$ cat config.mk
export PLATFORM = sky130hd
export DESIGN_NAME = led_port
export DESIGN_NICKNAME = d
export VERILOG_FILES = /design/src/hw/led_port.sv
export SDC_FILE = /design/constraint.sdc
export NUM_CORES = 1
export LEC_CHECK = 0
export BUFFER_PORTS_ARGS = -buffer_cell sky130_fd_sc_hd__buf_2
export CAP_MARGIN = 15
export CORE_MARGIN = 2
export CORE_UTILIZATION = 49
export DETAILED_ROUTE_END_ITERATION = 10
export GPL_TIMING_DRIVEN = 0
export PLACE_DENSITY = 0.82
export SYNTH_ARGS = -nofsm -noshare
export SYNTH_HDL_FRONTEND = slang
export SYNTH_SLANG_ARGS = --single-unit
export TNS_END_PERCENT = 20
$ cat constraint.sdc
create_clock -name fpga_clk -period 1.9 [get_ports fpga_clk]
set_input_delay 0.285 -clock fpga_clk [delete_from_list [all_inputs] [get_ports fpga_clk]]
set_output_delay 0.285 -clock fpga_clk [all_outputs]
set_load 0.05 [all_outputs]
$ cat src/hw/led_port.sv
`timescale 1ns/1ps
`default_nettype none

module led_port (
    input  wire         fpga_clk,
    input  wire         cpu_rst_i,
    input  wire         led_wen_i,
    input  wire         led_hi_i,
    input  wire  [15:0] led_data_i,
    output logic [23:0] led_o
);

    always_ff @(posedge fpga_clk)
    begin
        if (cpu_rst_i)
            led_o <= '0;
        else if (led_wen_i)
        begin
            if (led_hi_i)
                led_o[23:16] <= led_data_i[7:0];               // Low byte of the word only
            else
                led_o[15:0] <= led_data_i;
        end
    end

endmodule

`default_nettype wire

## Yosys cells after proc, flatten, opt, wreduce, memory -nomap -nowiden

Index checks and enable logic that the tools add are counted.

| word-level totals | value |
|---|---|
| register bits after elaboration | 24 |
| input port bits | 20 |
| output and inout bits | 24 |
| word-level logic and storage cells | 5 |

| operators by class | value |
|---|---|
| reduce and logical (&&, ||, !) cells | 2 |
| bitwise operators | 1 |

Operators by type and width:

| kind | number |
|---|---|
| AND reduction 2 bit | 2 |
| NOT 1 bit | 1 |

## Longest topological paths before layout

Gate-level depths: netlist (run 1).

| depth | value |
|---|---|
| depth in word-level cells | 2 |
| depth in mapped cells | 5 |

## Worst setup path before layout (run 1)

OpenSTA, ideal clock, no wires.

| timing path | value |
|---|---|
| path kind | in2reg |
| start | in led_hi_i |
| end | reg led_o[6] |
| path buffers | 3 |
| setup slack | 872 ps |
| data arrival time | 956 ps |
| stages on the path | 5 |
| cell sequence | buf_2 > nor2b_4 > buf_6 > buf_6 > mux2i_1 |

| between the ends | value |
|---|---|
| cells in the longest elaborated chain, start to end | 2 |

RTL lines:

| item | RTL line | text |
|---|---|---|
| from (decl) | 8 | `input wire led_hi_i,` |
| NOT 1 bit (no source line) | - |  |
| AND reduction 2 bit (no source line) | - |  |
| to (signal assigned) | 22 | `led_o[15:0] <= led_data_i;` |
| to (decl) | 10 | `output logic [23:0] led_o` |

No other way between the ends.
A chain may end at the register's enable or synchronous reset.

## Final worst setup path (run 1)

| timing path | value |
|---|---|
| start | reg led_o[3] |
| end | out led_o[3] |

No word-level cell between the ends.

==> results of run 1 <==
-- per-layer routing --
metal | GRT usage [%] | share of wire [%]
met5 | 0 | 0
met1 | 23.05 | 44
met4 | 5.556 | 0.48
met3 | 3.571 | 9.5
met2 | 32.02 | 46
-- path summary, 6_finish.rpt --
check / endpoint / slack [ns] / depth (start not counted)
max: led_o[3] / 0.67 / 1
min: led_o[15]$_SDFFE_PP0P_ / 0.23 / 3
max reg2reg: led_o[0]$_SDFFE_PP0P_ / 1.29 / 2
min reg2reg: led_o[10]$_SDFFE_PP0P_ / 0.47 / 2
-- power by group through the flow --
stage	combinational, mW	clock (mW)	sequential, mW
2_1_floorplan	0.0749	0	0.641
3_3_place_gp	0.217	0	0.551
3_5_place_dp	0.220	0	0.552
4_1_cts	0.220	0.378	0.542
5_1_grt	0.232	0.395	0.545
6_report	0.218	0.364	0.541
-- per-stage QoR --
stage               instance area (sq um)  power, mW  std cells  hold slack (ns)
CTS                                  1331      1.140        169           0.2153
finish                               1331      1.124        169           0.2327
global route                         1331      1.172        169           0.2131
floorplan                            1045     0.7160         98           0.4512
detailed placement                   1279     0.7725        165           0.4515
global placement                     1279     0.7680        165           0.4495
-- area by class of cell --
type | count | area (sq um)
flip-flops and latches | 24 | 480.5
plain buffers | 8 | 53.80
fillers | 167 | 650.6
clock buffers | 3 | 22.52
clock inverters | 1 | 30.03
multi-input cells | 66 | 510.5
repair buffers | 40 | 200.2
well taps | 27 | 33.78
-- synthesized netlist by cell type, drive strengths merged --
library cell / number / share of area, %
nand2b: 32 / 19
dfxtp: 24 / 46
mux2i: 16 / 15
nand4bb: 8 / 8.6
o21ai: 8 / 3.8
buf: 4 / 3.7
clkbuf: 4 / 1.4
nand2: 1 / 0.60
nor2b: 1 / 1.3
-- kinds of logic after synthesis --
group	share of synthesized area, %
AND/OR/NAND/NOR	29.70
flip-flops	45.99
multiplexers	15.33
AO/OA/AOI/OAI	3.832
buffers and inverters	5.149
==> flow_summary.json, run 1 <==
{
  "status": "completed",
  "setup_violations": 0,
  "clock_power_share_pct": 32.4,
  "dp_hpwl_microns": 1565,
  "path_clk_slew_ns": 0.13,
  "yosys_register_bits": 24,
  "power.internal_mw": 0.8165,
  "power_density_nw_per_um2": 844.2,
  "rsz0062_at_grt": "no",
  "drt_wl_total_microns": 2081,
  "drive_gt1_share_pct": 35.21,
  "cts_inserted_buffers": 3,
  "antennaDiodeCount": 0,
  "ant_nets": 0,
  "start_util_pct": 52.71,
  "power.leakage_nw": 0.6283,
  "die-area_sq_um": 2518,
  "path_max_fanout": 2,
  "rr_startpoint": "led_o[0]$_SDFFE_PP0P_",
  "layout_common_cells": "41 x buf_2, 32 x nand2b_1, 24 x dfxtp_1, 16 x mux2i_1",
  "grt_pass1_wl_microns": 3560,
  "fin_crit_ns": 1.229,
  "antenna_found_initial": 0,
  "finish.utilization_pct": 67.17,
  "cts_root_buf": "clkbuf_4",
  "slew_headroom_pct": 76.50,
  "die_w_microns": 50.18,
  "yosysWarnings": 0,
  "ctsResizeCount": 0,
  "crit_buf_inv": 1,
  "h-tree-depth": 1,
  "arrival_ns": 0.94,
  "rows": 16,
  "hold_class": "in2reg",
  "worst_slew_pin_slew_ns": 0.3525,
  "p_comb_share_pct": 19.4,
  "drv_cap": 0,
  "synth_cell_types": 10,
  "cts_tree": "built",
  "die_h_microns": 50.18,
  "via_per_inst": 4.917,
  "largest_reg_flops": 24,
  "cts_setup_buffers": 0,
  "avgSynthCellArea_sq_um": 10.66,
  "critPathKind": "reg2out",
  "critPathTopFamily": "flip-flops",
  "swShare_pct": 27.35,
  "grt_start_max_net_pins": 15,
  "fin_crit_sh_pct": 64.66,
  "syn-num-nets": 118,
  "critPathLaunchType": "register",
  "hold_viol_final": 0,
  "fin_worst_skew_ns": 0,
  "regMostFlops": "led_o",
  "grt_overflow": 0,
  "syn_area_sq_um": 1045,
  "setup.worst_path.start": "led_o[3]$_SDFFE_PP0P_",
  "critical_path.cell_chain": "buf_2",
  "critPathCaptureType": "output pin",
  "layout_setup_ws_ns": 0.6715,
  "timing.critical_path.slowest_cell_delay_ns": 0.36,
  "hp-start": "led_data_i[15]",
  "detail_route.wl_per_cell_microns": 12.31,
  "tns_ns": 0,
  "pre_cts_slack_ns": 0.7455,
  "fmax_ghz": 0.8140,
  "layout.nets": 163,
  "grt_pass1_vias": 856,
  "first_pass_iters": 4,
  "grtUsageTotal_pct": 18.48,
  "place_congestion": 0.6651,
  "worstPathRequired_ns": 1.62,
  "cpMaxStageDelayCell": "dfxtp_1",
  "syn_inst": 98,
  "pwr-share-seq_pct": 48.2,
  "clock_latency_ns": 0.31,
  "area.growth.synth_to_final_pct": 27.43,
  "core_sq_um": 1982,
  "num_vias": 831,
  "cts_buffer_depth": 2,
  "maxSlewViolCount": 0,
  "switchingPower_mw": 0.3074,
  "synth-seq-area-share_pct": 45.99,
  "reg_top3": "led_o (24)",
  "layout_commonest_cell": "buf_2",
  "vdd_drop_max_uv": 768.5,
  "initialDrtViolationCount": 7,
  "ios": 44,
  "holdBufCountCts": 0,
  "drc_errors": 0,
  "cts_sinks": 24,
  "portBuffers": 40
}
No activity file was read; power rests on OpenSTA's default activity.
==> inputs of run 2 (changes only) <==
--- a/config.mk
+++ b/config.mk
@@ -5,13 +5,14 @@
 export SDC_FILE = /design/constraint.sdc
 export NUM_CORES = 1
 export LEC_CHECK = 0
+export ABC_AREA = 1
 export BUFFER_PORTS_ARGS = -buffer_cell sky130_fd_sc_hd__buf_2
 export CAP_MARGIN = 15
 export CORE_MARGIN = 2
-export CORE_UTILIZATION = 49
+export CORE_UTILIZATION = 42
 export DETAILED_ROUTE_END_ITERATION = 10
 export GPL_TIMING_DRIVEN = 0
-export PLACE_DENSITY = 0.82
+export PLACE_DENSITY = 0.73
 export SYNTH_ARGS = -nofsm -noshare
 export SYNTH_HDL_FRONTEND = slang
 export SYNTH_SLANG_ARGS = --single-unit
==> constraint.sdc (replaced) <==
create_clock -name fpga_clk -period 1 [get_ports fpga_clk]
set_input_delay 0.15 -clock fpga_clk [delete_from_list [all_inputs] [get_ports fpga_clk]]
set_output_delay 0.15 -clock fpga_clk [all_outputs]
set_load 0.05 [all_outputs]
==> flow_summary.json, run 2 <==
{
  "status": "completed",
  "pwr-share-seq_pct": 50.1,
  "yosysWarnings": 0,
  "detail_route.wl_per_cell_microns": 11.76,
  "place_congestion": 0.6826,
  "antenna_found_initial": 0,
  "critPathKind": "reg2out",
  "synth_commonest_cells": "24 x dfxtp_1, 22 x nor2_1, 17 x inv_1",
  "core_sq_um": 2500,
  "power.leakage_nw": 0.7613,
  "ios": 44,
  "clock_latency_ns": 0.31,
  "layout.nets": 207,
  "syn-num-nets": 161,
  "reg2regPathDepth": 2,
  "critPathCaptureType": "output pin",
  "die_w_microns": 55.67,
  "synth_most_common_cell": "dfxtp_1",
  "path_max_fanout": 2,
  "fin_crit_ns": 0.9964,
  "die-area_sq_um": 3099,
  "largest_reg_flops": 24,
  "clock_power_share_pct": 20.2,
  "holdPathStages": 3,
  "async_reset_ff_share_pct": 0,
  "timing.rr.end": "led_o[22]$_SDFFE_PP0P_",
  "hold_class": "in2reg",
  "power.internal_mw": 1.416,
  "fin_crit_sh_pct": 99.64,
  "drive_gt1_share_pct": 58.92,
  "critPathLaunchType": "register",
  "fmax_ghz": 1.004,
  "worst_slew_pin_slew_ns": 0.2572,
  "cts_inserted_buffers": 3,
  "hp-start": "led_data_i[3]",
  "fin_worst_skew_ns": 0,
  "ant_nets": 0,
  "via_per_inst": 4.647,
  "cpMaxStageDelayCell": "dfxtp_2",
  "synth_area_leaders": "dfxtp_1 43%, nand3_2 8.9%, nor2_1 7.4%",
  "grt_pass1_vias": 954,
  "setup_violations": 0,
  "maxSlewViolCount": 0,
  "start_util_pct": 44.84,
  "rsz0062_at_grt": "yes",
  "yosys.area.top_type": "dfxtp_1",
  "slew_headroom_pct": 82.81,
  "switchingPower_mw": 0.7239,
  "power_density_nw_per_um2": 1328,
  "grtUsageTotal_pct": 16.47,
  "antennaDiodeCount": 0,
  "min_to": "led_o[19]$_SDFFE_PP0P_",
  "vdd_drop_max_uv": 784.0,
  "p_comb_share_pct": 29.7,
  "portBuffers": 41,
  "timing.critical_path.slowest_cell_delay_ns": 0.38,
  "rrSetupSlack_ns": 0.33,
  "worstPathRequired_ns": 0.85,
  "first_pass_iters": 4,
  "drt_wl_total_microns": 2528,
  "cts_tree": "built",
  "synth-seq-area-share_pct": 42.86,
  "area.growth.synth_to_final_pct": 43.75,
  "initialDrtViolationCount": 11,
  "reg_top3": "led_o (24)",
  "rr_startpoint": "led_o[22]$_SDFFE_PP0P_",
  "cts_sinks": 24,
  "layout_common_cells": "24 x dfxtp_2, 22 x nor2_1, 19 x buf_2, 17 x inv_1",
  "avgSynthCellArea_sq_um": 7.951,
  "swShare_pct": 33.84,
  "final_cell_count_no_fill": 215,
  "hold_viol_final": 0,
  "drv_cap": 0,
  "path_clk_slew_ns": 0.13,
  "cts_root_buf": "clkbuf_4",
  "h-tree-depth": 1,
  "dp_hpwl_microns": 1803,
  "num_vias": 999,
  "fin_area_sq_um": 1612,
  "syn_inst": 141,
  "drc_errors": 0,
  "synth_cell_types": 16,
  "cts_buffer_depth": 2,
  "crit_buf_inv": 1,
  "syn_area_sq_um": 1121,
  "layout_commonest_cell": "dfxtp_2",
  "die_h_microns": 55.67,
  "synth_top_flop_cell": "dfxtp_1",
  "yosys_register_bits": 24,
  "placed_area_sq_um": 1364,
  "cts_setup_buffers": 0,
  "regMostFlops": "led_o",
  "synth_edf_count": 0,
  "critPathTopFamily": "flip-flops",
  "arrival_ns": 0.85,
  "grt_start_max_net_pins": 13,
  "yosysTopAreaCellShare_pct": 42.86,
  "grt_pass1_wl_microns": 4146,
  "critical_path.cell_chain": "buf_8",
  "grt_overflow": 0,
  "place_inst": 212,
  "rows": 18
}
run 2: cells by family after synthesis:
logic type	count (synthesis)	share of synthesized area (%)
flops	24	42.86
compound gates	8	3.572
buf+inv	27	13.84
simple gates	82	39.73
run 2: per-stage QoR:
stage | util [%] | setup TNS (ns) | setup slack, ns | hold slack, ns | power (mW)
2_1_floorplan | - | 0 | 0.1161 | 0.3019 | 1.478
3_3_place_gp | 54.55 | 0 | 0.08487 | 0.4276 | 1.598
3_5_place_dp | 54.55 | 0 | 0.05435 | 0.4323 | 1.610
4_1_cts | 62.46 | -0.008641 | -0.008641 | 0.07437 | 2.116
5_1_grt | 64.46 | -0.1867 | -0.01906 | 0.07604 | 2.226
6_report | 64.46 | 0 | 0.003575 | 0.07544 | 2.140
run 2: worst max path at each step:
| stage | start | to | slack (ns) | cells after the start |
|---|---|---|---|---|
| after detailed placement | led_hi_i | led_o[22]$_SDFFE_PP0P_ | 0.05 | 5 |
| after CTS | led_o[1]$_SDFFE_PP0P_ | led_o[1] | -0.009 | 1 |
| after global placement | led_hi_i | led_o[6]$_SDFFE_PP0P_ | 0.08 | 7 |
| final | led_o[18]$_SDFFE_PP0P_ | led_o[18] | 0.004 | 1 |
| after global routing | led_o[19]$_SDFFE_PP0P_ | led_o[19] | -0.02 | 1 |
| after floorplan | led_o[10]$_SDFFE_PP0P_ | led_o[10]$_SDFFE_PP0P_ | 0.12 | 2 |
run 2: metal layers:
layer,up-vias,global-route usage (%),wire [microns]
li1,518,-,-
met1,450,21.23,1107
met2,27,26.70,1238
met3,4,4.419,148
met4,0,5.226,33
met5,-,0,0
run 2: worst reg2reg max path, delay by kind of cell, from the launching register on:
family / cells / cell delay [ns]
AOI/OAI and AO/OA: 1 / 0.17
and+or+nand+nor: 1 / 0.07
DFF: 1 / 0.36
run 2: layout make-up:
type | count | area (sq um)
Tap cell | 30 | 37.54
Sequential cell | 24 | 510.5
Fill cell | 226 | 888.4
Inverter | 19 | 76.32
Timing Repair Buffer | 41 | 400.4
Clock buffer | 3 | 22.52
Buffer | 8 | 78.83
Multi-Input combinational cell | 90 | 485.5
run 2: timing repair:
action / 4_1_cts / 5_1_grt
resized for setup: 68 / 16
hold buffers: 0 / 0
endpoints found under the setup margin: 24 / 24
cloned: 0 / 0
run 2: power by group through the flow:
stage                     sequential, mW  combinational, mW  clock, mW
after floorplan                     1.26              0.218          0
after global placement              1.06              0.539          0
after detailed placement            1.06              0.548          0
after CTS                           1.06              0.617      0.435
after global routing                1.08              0.679      0.469
final                               1.07              0.636      0.432
