$ cat src/common/mips_pkg.sv
`default_nettype none

package mips_pkg;

    localparam int DATA_W    = 32;
    localparam int REG_ADR_W = 5;
    localparam int ALU_OP_W  = 3;

    typedef enum logic [ALU_OP_W-1:0] {
        ALU_ADD = 3'd0,
        ALU_SUB = 3'd1,
        ALU_AND = 3'd2,
        ALU_OR  = 3'd3,
        ALU_SLT = 3'd4
    } alu_op_t;

    ////////////////////////////////////////////////////////////
    // Opcodes and function codes
    localparam logic [5:0] OP_RTYPE = 6'h00;
    localparam logic [5:0] OP_ADDI  = 6'h08;
    localparam logic [5:0] OP_ANDI  = 6'h0c;
    localparam logic [5:0] OP_ORI   = 6'h0d;
    localparam logic [5:0] OP_LW    = 6'h23;
    localparam logic [5:0] OP_SW    = 6'h2b;
    localparam logic [5:0] OP_BEQ   = 6'h04;
    localparam logic [5:0] OP_BNE   = 6'h05;

    localparam logic [5:0] FN_ADD = 6'h20;
    localparam logic [5:0] FN_SUB = 6'h22;
    localparam logic [5:0] FN_AND = 6'h24;
    localparam logic [5:0] FN_OR  = 6'h25;
    localparam logic [5:0] FN_SLT = 6'h2a;

    localparam logic [DATA_W-1:0] IO_BASE  = 32'hFFFF_FC00;    // Top 1 KB is IO
    localparam logic [DATA_W-1:0] LED_ADDR = 32'hFFFF_FC60;    // Low half, +2 is high byte

    typedef struct packed {
        logic [5:0]           opcode;
        logic [REG_ADR_W-1:0] rs;
        logic [REG_ADR_W-1:0] rt;
        logic [REG_ADR_W-1:0] rd;
        logic [4:0]           shamt;
        logic [5:0]           funct;
    } r_fmt_t;

    typedef struct packed {
        logic [5:0]           opcode;
        logic [REG_ADR_W-1:0] rs;
        logic [REG_ADR_W-1:0] rt;
        logic [15:0]          imm;
    } i_fmt_t;

    typedef union packed {
        r_fmt_t r;
        i_fmt_t i;
    } instr_u;

endpackage

`default_nettype wire

$ cat src/decode/idecode.sv
`timescale 1ns/1ps
`default_nettype none

module idecode
    import mips_pkg::*;
(
    input  wire                  fpga_clk,
    input  wire                  cpu_rst_i,
    input  wire instr_u          ifid_instr_i,
    input  wire [DATA_W-1:0]     ifid_pc4_i,
    input  wire                  flush_i,
    input  wire                  wb_en_i,
    input  wire [REG_ADR_W-1:0]  wb_adr_i,
    input  wire [DATA_W-1:0]     wb_data_i,
    output logic [DATA_W-1:0]    idex_op_a_o,
    output logic [DATA_W-1:0]    idex_op_b_o,
    output logic [DATA_W-1:0]    idex_imm_o,
    output logic [DATA_W-1:0]    idex_target_o,
    output logic [REG_ADR_W-1:0] idex_rs_o,
    output logic [REG_ADR_W-1:0] idex_rt_o,
    output logic [REG_ADR_W-1:0] idex_dest_o,
    output alu_op_t              idex_alu_op_o,
    output logic                 idex_reg_wen_o,
    output logic                 idex_mem_rd_o,
    output logic                 idex_mem_wr_o,
    output logic                 idex_itype_o,
    output logic                 idex_beq_o,
    output logic                 idex_bne_o,
    output logic                 stall_o
);

    logic [DATA_W-1:0]    regs [2**REG_ADR_W];
    logic [REG_ADR_W-1:0] rs, rt, dest;
    logic [DATA_W-1:0]    imm_sext, imm_ext, rd_a, rd_b;
    alu_op_t              alu_op;
    logic                 reg_wen, mem_rd, mem_wr, itype, beq, bne, zext;

    assign rs       = ifid_instr_i.r.rs;
    assign rt       = ifid_instr_i.r.rt;
    assign imm_sext = {{16{ifid_instr_i.i.imm[15]}}, ifid_instr_i.i.imm};
    assign imm_ext  = zext ? {16'b0, ifid_instr_i.i.imm} : imm_sext;

    ////////////////////////////////////////////////////////////
    // Control decode
    always_comb
    begin
        reg_wen = 1'b0;
        mem_rd  = 1'b0;
        mem_wr  = 1'b0;
        itype   = 1'b0;
        beq     = 1'b0;
        bne     = 1'b0;
        zext    = 1'b0;
        alu_op  = ALU_ADD;
        dest    = rt;
        case (ifid_instr_i.r.opcode)
            OP_RTYPE:
            begin
                dest    = ifid_instr_i.r.rd;
                reg_wen = 1'b1;
                case (ifid_instr_i.r.funct)
                    FN_ADD:  alu_op = ALU_ADD;
                    FN_SUB:  alu_op = ALU_SUB;
                    FN_AND:  alu_op = ALU_AND;
                    FN_OR:   alu_op = ALU_OR;
                    FN_SLT:  alu_op = ALU_SLT;
                    default: reg_wen = 1'b0;                   // Unsupported funct is a nop
                endcase
            end
            OP_ADDI: {reg_wen, itype} = 2'b11;
            OP_ANDI: {reg_wen, itype, zext, alu_op} = {3'b111, ALU_AND};
            OP_ORI:  {reg_wen, itype, zext, alu_op} = {3'b111, ALU_OR};
            OP_LW:   {reg_wen, itype, mem_rd} = 3'b111;
            OP_SW:   {itype, mem_wr} = 2'b11;
            OP_BEQ:  beq = 1'b1;
            OP_BNE:  bne = 1'b1;
            default: ;
        endcase
    end

    ////////////////////////////////////////////////////////////
    // Register file, write before read
    always_ff @(posedge fpga_clk)
    begin
        if (wb_en_i && wb_adr_i != '0)
            regs[wb_adr_i] <= wb_data_i;
    end

    assign rd_a = (rs == '0) ? '0 :
                  (wb_en_i && wb_adr_i == rs) ? wb_data_i : regs[rs];
    assign rd_b = (rt == '0) ? '0 :
                  (wb_en_i && wb_adr_i == rt) ? wb_data_i : regs[rt];

    // Load in ID/EX feeding the instruction behind it
    assign stall_o = idex_mem_rd_o && (idex_dest_o != '0) &&
                     (idex_dest_o == rs || idex_dest_o == rt);

    always_ff @(posedge fpga_clk)
    begin
        if (cpu_rst_i || flush_i || stall_o)
        begin
            idex_reg_wen_o <= 1'b0;                            // Bubble
            idex_mem_rd_o  <= 1'b0;
            idex_mem_wr_o  <= 1'b0;
            idex_itype_o   <= 1'b0;
            idex_beq_o     <= 1'b0;
            idex_bne_o     <= 1'b0;
        end
        else
        begin
            idex_reg_wen_o <= reg_wen;
            idex_mem_rd_o  <= mem_rd;
            idex_mem_wr_o  <= mem_wr;
            idex_itype_o   <= itype;
            idex_beq_o     <= beq;
            idex_bne_o     <= bne;
        end
    end

    always_ff @(posedge fpga_clk)
    begin
        idex_op_a_o   <= rd_a;
        idex_op_b_o   <= rd_b;
        idex_imm_o    <= imm_ext;
        idex_target_o <= ifid_pc4_i + {imm_sext[DATA_W-3:0], 2'b00};
        idex_rs_o     <= rs;
        idex_rt_o     <= rt;
        idex_dest_o   <= dest;
        idex_alu_op_o <= alu_op;
    end

endmodule

`default_nettype wire

$ cat config.mk
export PLATFORM = sky130hd
export DESIGN_NAME = idecode
export DESIGN_NICKNAME = d
export VERILOG_FILES = /design/src/common/mips_pkg.sv /design/src/decode/idecode.sv
export SDC_FILE = /design/constraint.sdc
export NUM_CORES = 1
export LEC_CHECK = 0
export BUFFER_PORTS_ARGS = -buffer_cell sky130_fd_sc_hd__buf_2
export CAP_MARGIN = 5
export CORE_ASPECT_RATIO = 1.75
export CORE_MARGIN = 2
export CORE_UTILIZATION = 62
export CTS_CLUSTER_SIZE = 28
export DETAILED_ROUTE_END_ITERATION = 16
export MAX_ROUTING_LAYER = met4
export PLACE_DENSITY = 0.8
export SETUP_SLACK_MARGIN = 0.1
export SLEW_MARGIN = 15
export SYNTH_ARGS = -nofsm -noshare
export SYNTH_HDL_FRONTEND = slang
export SYNTH_SLANG_ARGS = --single-unit
$ cat constraint.sdc
create_clock -name fpga_clk -period 3.24 [get_ports fpga_clk]
set_clock_uncertainty 0.1 [all_clocks]
set_input_delay 0.162 -clock fpga_clk [delete_from_list [all_inputs] [get_ports fpga_clk]]
set_output_delay 0.162 -clock fpga_clk [all_outputs]
set_load 0.02 [all_outputs]
## Word-level counts from Yosys, hierarchy flattened

Memory sizes are Yosys's and may differ from the RTL's. A register that Yosys moved wholly into a read port is not among the register bits.
Index checks and enable logic that the tools add are counted.

| cells by class | value |
|---|---|
| eq/ne operators | 14 |
| reductions and logical operators | 15 |
| add/subtract/negate cells | 1 |
| muxes and demuxes | 13 |

Operators with widths:

| operator | count |
|---|---|
| $eq A6 B6 Y1 const B | 7 |
| $add A32 B32 Y32 | 1 |
| $eq A6 B4 Y1 const B | 3 |
| $eq A6 B3 Y1 const B | 2 |
| $pmux W3 S4 | 1 |
| $eq A5 B5 Y1 | 2 |
| $logic_not A5 Y1 | 2 |
| $reduce_bool A5 Y1 | 2 |
| $reduce_or A5 Y1 | 2 |
| $mux W1 | 9 |
| $pmux W3 S3 | 1 |
| $logic_not A6 Y1 | 1 |
| $mux W5 | 1 |
| $reduce_or A4 Y1 | 1 |
| $logic_and A1 B1 Y1 | 3 |
| $logic_or A1 B1 Y1 | 3 |
| $pmux W1 S2 | 1 |
| $reduce_or A2 Y1 | 1 |

| storage, ports and cells | value |
|---|---|
| input port bits | 105 |
| word-level logic and storage cells | 57 |
| output and inout port bits | 153 |
| memories | 1 |
| bits in writable memories | 1024 |
| flip-flop bits (word level) | 73 |

Memories:

| name | depth | width | read ports | clocked after Yosys merged registers in | write ports | RTL line | text |
|---|---|---|---|---|---|---|---|
| regs | 32 | 32 | 2 | 2 | 1 | idecode.sv:32 | `logic [DATA_W-1:0] regs [2**REG_ADR_W];` |

## Longest topological paths before layout

Gate-level depths: netlist of the first run.

| depth | value |
|---|---|
| depth after elaboration | 4 |
| depth in mapped cells | 10 |
| depth with buffers taken out | 10 |

## Worst setup path before layout of the first run

No wires, ideal clock.

| timing path | value |
|---|---|
| kind | input to register |
| from | input port wb_adr_i[2] |
| to | memory regs[28][0] (enable) |
| library setup time | 421 ps |
| data arrival time | 2408 ps |
| required time | 2719 ps |
| path slack | 310 ps |
| stages | 6 |
| cells stage by stage | buf_2 > or3_4 > o31ai_4 > or3_1 > clkbuf_1 > nor2_1 |

| between the ends | value |
|---|---|
| cells in the longest elaborated chain, start to end | 4 |

RTL lines:

| what | RTL line | text |
|---|---|---|
| start: declaration | idecode.sv:13 | `input wire [REG_ADR_W-1:0] wb_adr_i,` |
| $reduce_bool A5 Y1 | idecode.sv:85 | `if (wb_en_i && wb_adr_i != '0)` |
| $logic_and A1 B1 Y1 | idecode.sv:85 |  |
| $mux W1 | idecode.sv:85 |  |
| $mux W1 (not written as such) | idecode.sv:86 | `regs[wb_adr_i] <= wb_data_i;` |
| end: declaration | idecode.sv:32 |  |

Several ways; a longest one is shown, not always the timed one.

## Worst setup path in the final report of the first run

| timing path | value |
|---|---|
| from | input port ifid_pc4_i[8] |
| to | register idex_target_o[21] |

| between the ends | value |
|---|---|
| cells in the longest elaborated chain, start to end | 1 |

RTL lines:

| what | RTL line | text |
|---|---|---|
| start: declaration | idecode.sv:10 | `input wire [DATA_W-1:0] ifid_pc4_i,` |
| $add A32 B32 Y32 | idecode.sv:125 | `idex_target_o <= ifid_pc4_i + {imm_sext[DATA_W-3:0], 2'b00};` |
| end signal: assignment | idecode.sv:125 |  |
| end: declaration | idecode.sv:18 | `output logic [DATA_W-1:0] idex_target_o,` |

No other way between the ends.
A chain may end at the register's enable or synchronous reset.

==> impl_results.md, run 1 <==
* Status: finished, final reports clean
* Final wirelength at approximately 160000 um
* Crit path DAT at 3710 ps
* I/O pin count at 258
* TritonCTS Buffers at 100
* Pins Over Slew Limit at 0
* Initial antenna violation count at 6
* Worst R2R End: idex_mem_wr_o
* Final core utilization at a little over 70%
* Gr usage total at between 30% and 40%
* Max frequency at roughly 320 MHz
* # Post-CTS Setup Buffers at 0
* DR DRC count at 0
* DIE HEIGHT at 390 um
* Synth area leader: edfxtp_1
* Clock Sinks at between 1000 and 1500
* Top post-synthesis cells by area: edfxtp_1 58%, mux4_2 23%, dfxtp_1 5.2%
* Final #Nets at ~3400
* Worst VDD drop at ~450 uV
* Worst-Margin Slew at between 900 and 1000 ps
* DP HPWL at roughly 95000 um
* Reg2reg setup slack at about 330 ps
* Drt pass-1 iters at 8
* Vias/cell at roughly 7.6
* Crit path to: idex_target_o[21]
* Syn Area/Cell at approximately 19 sq um
* Synth warn at 0
* Top-count cell post-synth: edfxtp_1
* Number of synthesized flops with an enable pin at roughly 1000
* Sequential fraction of the synthesis area at a little under two thirds
* Synth async-reset ratio at 0%
* Max cap viols at 0
* Clock H-tree levels at 3
* Tot Pwr at around 33 mW
* Setup TNS at 0 ps
* Post-layout minimum cycle time at approximately 3100 ps
* Largest net degree at the start of global routing at 58
* Initial drt markers at 5156
* Setup violators final at 0
* Cells on worst reg2reg path at 7
* Placer Congestion at 1.04
* Hold Fails Final Rpt at 0
* Critical path buffer and inverter count at 3
* CP max FO at 7
* Leak pwr at 20.3 nW
* Post-DRT Antenna Nets at 0
* CP Capture Type: register
* Die width at around 220 um
* Root buffer cell: clkbuf_16
* PwrDens at about 550 nW/um^2
* I/O Buffers at 257
* CP cell instances: dlygate4sd3_1, buf_2, ha_1, a21o_1, nand3_1, a311o_1, a21oi_1, nor2_1, o31ai_1, xor2_1, dlygate4sd3_1
* Initial Utilization at around 63%
* Main flop type after synthesis: edfxtp_1
* Critical Path RT at roughly 3800 ps
* Top cells by instance count after synthesis: 1024 x edfxtp_1, 530 x mux4_2, 137 x dfxtp_1, 107 x mux2_2
* Clk pin slew, worst setup/hold paths at roughly 70 ps
* Setup repair after global routing missed its margin: true
* Slowest CP cell: dlygate4sd3_1
* Ratio of final minimum period to clock period at between 90% and 100%
* CTS tree: built
* Vias in the first global route at roughly 34000
* Critical path class: in2reg
* Top-area cell type share of the netlist area at 58.3%
* WL/cell at approximately 37 um
* Synth unique cells at 65
* Startpoint Class: primary input
* Routed vias at around 33000
* HP Class: in2reg
* Synth Instances at 2783
* Number of cells on the critical path at 11
* Worst slew margin at 39.4%
* Flops & latches, synth at 1161
* Worst path max stage delay at 570 ps
* Row cnt at approximately 140
* GRT Residual Overflow at 0
* Fin area at approximately 61000 sq um
* Share of cells above drive strength 1 at a little under two fifths
* Die area at roughly 88000 sq um
* Synth Cell Area at approximately 53000 sq um
* Clk_lat worst skew at about 730 ps
* CP delay by family, top: compound AO/OA/AOI/OAI gates
* Post-DP Area at around 56000 sq um
* Critical Path Start: ifid_pc4_i[8]
* First-pass GRT wire length at roughly 230000 um
* Cell mode on critical path: dlygate4sd3_1
* Clk buf depth at 3
* Core area at approximately 84000 sq um
* RR Startpoint: idex_dest_o[1]
* Layout area overhead at 15.6%
* Fillers at ~4800
state kept, by name (all words and copies together), names as in the netlist:
signal	flops
idex_reg_wen_o	1
idex_rs_o	5
idex_mem_wr_o	1
idex_dest_o	5
idex_itype_o	1
idex_op_a_o	32
idex_op_b_o	32
idex_imm_o	17
idex_alu_op_o	3
idex_target_o	32
idex_mem_rd_o	1
idex_rt_o	5
regs	1024
idex_bne_o	1
idex_beq_o	1
cells in the final DEF, fill, tap and decap left out, types with 39 or more instances in the layout:
master         instances
buf_2                248
dfxtp_1              137
edfxtp_1            1024
nor2_1                70
mux2i_1               78
o22ai_1               39
a21oi_1               59
dlygate4sd3_1        119
o31ai_1               43
mux2_2               107
nand2_1              101
buf_4                119
mux4_2               530
clkbuf_16            103
where the power goes:
group	total (mW)	internal [mW]	switching (mW)
sequential	16.9	16.7	0.217
clock	12.8	7.26	5.57
combinational	3.71	1.59	2.12
through the flow:
step           hold WS [ps]  std cells  setup WS, ps
2_1_floorplan          89.7       2814           310
3_3_place_gp            166       4073           425
3_5_place_dp            168       4073           499
4_1_cts                2.59       4381           286
5_1_grt                35.2       4386          78.7
6_report               6.41       4387          99.2
layout make-up:
class / instances / area (sq um) / area share, %
inverter: 17 / 63.8 / 0.105
antenna: 6 / 15.0 / 0.0246
timing repair buffer: 526 / 4090 / 6.71
multi-input combinational: 1416 / 18500 / 30.3
sequential: 1161 / 33500 / 54.9
clock buffer: 127 / 2680 / 4.39
tap: 1072 / 1340 / 2.20
clock inverter: 62 / 813 / 1.33
repair_timing:
| action | 4_1_cts | 5_1_grt |
|---|---|---|
| setup endpoints to repair | 0 | 1 |
| gates resized for setup | 0 | 3 |
| endpoints found under the hold margin | 1156 | 0 |
| hold buffers | 119 | 0 |
per-layer routing:
layer	part of all wire (%)	global-route usage (%)	wire, um	vias up
met3	13	9.58	20600	760
li1	-	-	-	12607
met2	49	60.3	79300	3134
met5	0	-	0	-
met4	7.8	25.8	12800	0
met1	31	45.9	50500	16821
tightest hold or removal path: stages:
cell and delay [ps]:
buf_2 90, ha_2 280, a21oi_1 100, and3_1 150
worst min-delay path by stage:
stage	slack, ps	startpoint	cells after the start	end
6_report	6	ifid_pc4_i[24]	4	idex_target_o[24]
3_3_place_gp	170	ifid_pc4_i[0]	1	idex_target_o[0]
4_1_cts	3	ifid_instr_i[14]	2	idex_imm_o[14]
5_1_grt	40	ifid_instr_i[13]	2	idex_imm_o[13]
3_5_place_dp	170	ifid_pc4_i[0]	1	idex_target_o[0]
2_1_floorplan	90	ifid_instr_i[0]	0	idex_imm_o[0]
cells by family after synthesis:
logic type	after synthesis	share of synthesized area, %
other	1	0.00711
AO/OA/AOI/OAI	303	3.97
buffers and inverters	237	2.22
multiplexers	715	26.4
flip-flops	1161	63.5
adder cells (fa/ha/maj)	30	0.725
XOR/XNOR	47	0.780
AND/OR/NAND/NOR	289	2.45
Power figures use the tool's default switching activity.
==> inputs of run 2 (changes only) <==
CELL_PAD_IN_SITES_DETAIL_PLACEMENT = 1   (was not set)
CELL_PAD_IN_SITES_GLOBAL_PLACEMENT = 1   (was not set)
CORE_UTILIZATION = 54   (was 62)
HOLD_SLACK_MARGIN = 0.02   (was not set)
PLACE_DENSITY = not set   (was 0.8)
PLACE_DENSITY_LB_ADDON = 0.1   (was not set)
==> run 2 against run 1 <==
- wire length rose by 7.3%
- sequential share of layout area fell by 0.58 points
- count of clock-buffer cells in the layout rose by 8
- critical path type unchanged
- largest power group unchanged
==> impl_results.md, run 2 (synthesis results as in run 1) <==
* Status: finished, final reports clean
* Initial antenna violation count at 8 (+2)
* Initial Utilization at 54.5% (-8.1 points)
* Critical path buffer and inverter count at 4 (+1)
* Max cap viols at 0 (unchanged)
* Clock Sinks at 1161 (unchanged)
* Crit path DAT at 3560 ps (-150 ps)
* Sw Ratio at 23.8% (+0.16 points)
* Clock power frac at 39.3% (+0.9 points)
* Worst R2R End: idex_bne_o
* Crit path to: idex_target_o[28]
* Worst VDD drop at 492 uV (+9.1%)
* Vias/cell at 7.02 (-7.6%)
* Final #Nets at 3351 (-0.18%)
* Max FFs per register at 1024 (unchanged)
* Clk_lat worst skew at 740 ps (about the same)
* Net switching power figure at 8.11 mW (+2.6%)
* Critical path class: in2reg
* Row cnt at 151 (+7.1%)
* Startpoint Class: primary input
* WL/cell at 38.0 um (+2.0%)
* Leak pwr at 20.5 nW (+0.69%)
* Final wirelength at 175000 um (+7.3%)
* Number of cells on the critical path at 13 (+2)
* PwrDens at 553 nW/um^2 (+0.85%)
* CP delay by family, top: buffers and inverters
* # Post-CTS Setup Buffers at 0 (unchanged)
* TritonCTS Buffers at 103 (+3.0%)
* Setup violators final at 0 (unchanged)
* Largest net degree at the start of global routing at 68 (+17%)
* I/O Buffers at 257 (unchanged)
* CTS tree: built
* Pins Over Slew Limit at 0 (unchanged)
* Clock H-tree levels at 3 (unchanged)
* Post-layout minimum cycle time at 3070 ps (-69.7 ps)
* Die width at 240 um (+7.0%)
* Share of cells above drive strength 1 at 37.4% (-0.087 points)
* Die area at 100000 sq um (+15%)
* Commonest non-fill, non-tap cells in the layout: 1024 x edfxtp_1, 530 x mux4_2, 249 x buf_2
* CP max FO at 6 (-1)
* Layout area overhead at 16.8%
* DR DRC count at 0 (unchanged)
* Clk buf depth at 3 (unchanged)
* Reg2reg setup slack at 340 ps (about the same)
* Non-filler cells, final at 4615 (+5.2%)
* Vias in the first global route at 35155 (+2.3%)
* Most common cell after layout, fill and taps aside: edfxtp_1
* Cells after DPL at 4284 (+5.2%)
* Hold Fails Final Rpt at 0 (unchanged)
* Routed vias at 32386 (-2.8%)
* Worst-Margin Slew at 1110 ps (+203 ps)
* Slowest CP cell: dlygate4sd3_1
* Cells on worst reg2reg path at 7 (unchanged)
* Critical Path RT at 3730 ps (-80 ps)
* Core area at 96900 sq um (+15%)
* Max frequency at 326 MHz (+2.3%)
* Placer Congestion at 0.883 (-15%)
* Seq pwr share at 49.6% (-0.9 points)
* DIE HEIGHT at 418 um (+7.1%)
* Root buffer cell: clkbuf_16
* Worst slew margin at 25.9% (-14 points)
* Reg with most FFs: regs
* Drt pass-1 iters at 5 (-3)
* CP Capture Type: register
* Cell mode on critical path: dlygate4sd3_1
* Ratio of final minimum period to clock period at 94.8% (-2.2 points)
* I/O pin count at 258 (unchanged)
* Gr usage total at 36.9% (-2.1 points)
* Setup repair after global routing missed its margin: true
* Clk pin slew, worst setup/hold paths at 70 ps (about the same)
* HP Class: in2reg
* Combinational share of power at 11.1% (about the same)
* Post-DRT Antenna Nets at 0 (unchanged)
* CP cell instances: dlygate4sd3_1, buf_2, ha_1, inv_1, fa_1, nor2b_1, o2111ai_1, nand3_1, a31oi_2, o21ai_1, a21oi_1, xnor2_1, dlygate4sd3_1
* Worst path max stage delay at 550 ps (-20 ps)
* First-pass GRT wire length at 251000 um (+7.5%)
* Initial drt markers at 3455 (-33%)
* P_int at 26.0 mW (+1.7%)
* GRT Residual Overflow at 0 (unchanged)
* Critical Path Start: ifid_instr_i[0]
* Setup TNS at 0 ps (unchanged)
* DP HPWL at 102000 um (+7.6%)
* RR Startpoint: idex_dest_o[2]
[run 2: cell count changes in the layout (fill, tap and decap cells not counted), sizes merged]
| cell | previous run | this run |
|---|---|---|
| diode | 6 | 9 |
| inv | 23 | 20 |
| clkbuf | 128 | 135 |
| dlygate4sd3 | 119 | 127 |
| buf | 406 | 390 |
| clkinvlp | 8 | 6 |
| clkinv | 31 | 34 |
[run 2: how the worst min path moves through the flow]
stage,from,endpoint,slack [ps],cells after the start
after floorplan,ifid_instr_i[0],idex_imm_o[0],90,0
after global placement,ifid_pc4_i[1],idex_target_o[1],170,1
after detailed placement,ifid_pc4_i[0],idex_target_o[0],170,1
after CTS,wb_adr_i[4],regs[1][24],30,3
after global routing,ifid_instr_i[20],idex_op_b_o[9],80,4
final,ifid_instr_i[24],idex_rs_o[3],70,2
[run 2: layout make-up]
| class | count | area (sq um) |
|---|---|---|
| antenna | 9 | 22.5 |
| multi-input combinational | 1416 | 18500 |
| sequential | 1161 | 33500 |
| clock inverter | 60 | 742 |
| tap | 1300 | 1630 |
| inverter | 17 | 63.8 |
| fill | 8180 | 35300 |
| clock buffer | 135 | 2910 |
| timing repair buffer | 517 | 4280 |
[run 2: stage by stage]
stage	hold WS (ps)	util (%)	cell area [sq um]	total power [mW]	worst slack [ps]
4_1_cts	25.6	63.6	61600	34.1	155
6_report	71.2	63.6	61700	34.1	169
3_5_place_dp	167	58.5	56700	20.8	397
5_1_grt	81.2	63.6	61700	34.9	24.8
3_3_place_gp	166	58.5	56700	20.7	415
2_1_floorplan	89.7	-	52900	19.3	310
[run 2: metal layers]
| layer | vias to the layer above | GRT usage, % | wire, um |
|---|---|---|---|
| li1 | 12591 | - | - |
| met1 | 17185 | 42.8 | 58200 |
| met2 | 2037 | 60.6 | 89600 |
| met3 | 573 | 6.50 | 15300 |
| met4 | 0 | 21.6 | 12100 |
| met5 | - | - | 0 |
[run 2: worst register-to-register path, stage by stage, from the launching register on]
cell	delay [ps]
dfxtp_1	380
or4_1	510
o21ai_0	170
a21oi_1	150
or3_1	390
nand2b_1	210
dlygate4sd3_1	630
nor4_1	220
[run 2: timing repair]
item | CTS | global route
endpoints found under the setup margin | 0 | 3
hold buffers | 127 | 0
hold endpoints to repair | 1158 | 0
resized for setup | 0 | 5
[run 2: power by group through the flow]
stage               Combinational [mW]  Sequential (mW)  Clock, mW
CTS                               3.75             16.9       13.5
detailed placement                3.57             17.2          0
global route                      3.99             16.9       14.0
global placement                  3.49             17.2          0
floorplan                         1.94             17.4          0
finish                            3.79             16.9       13.4
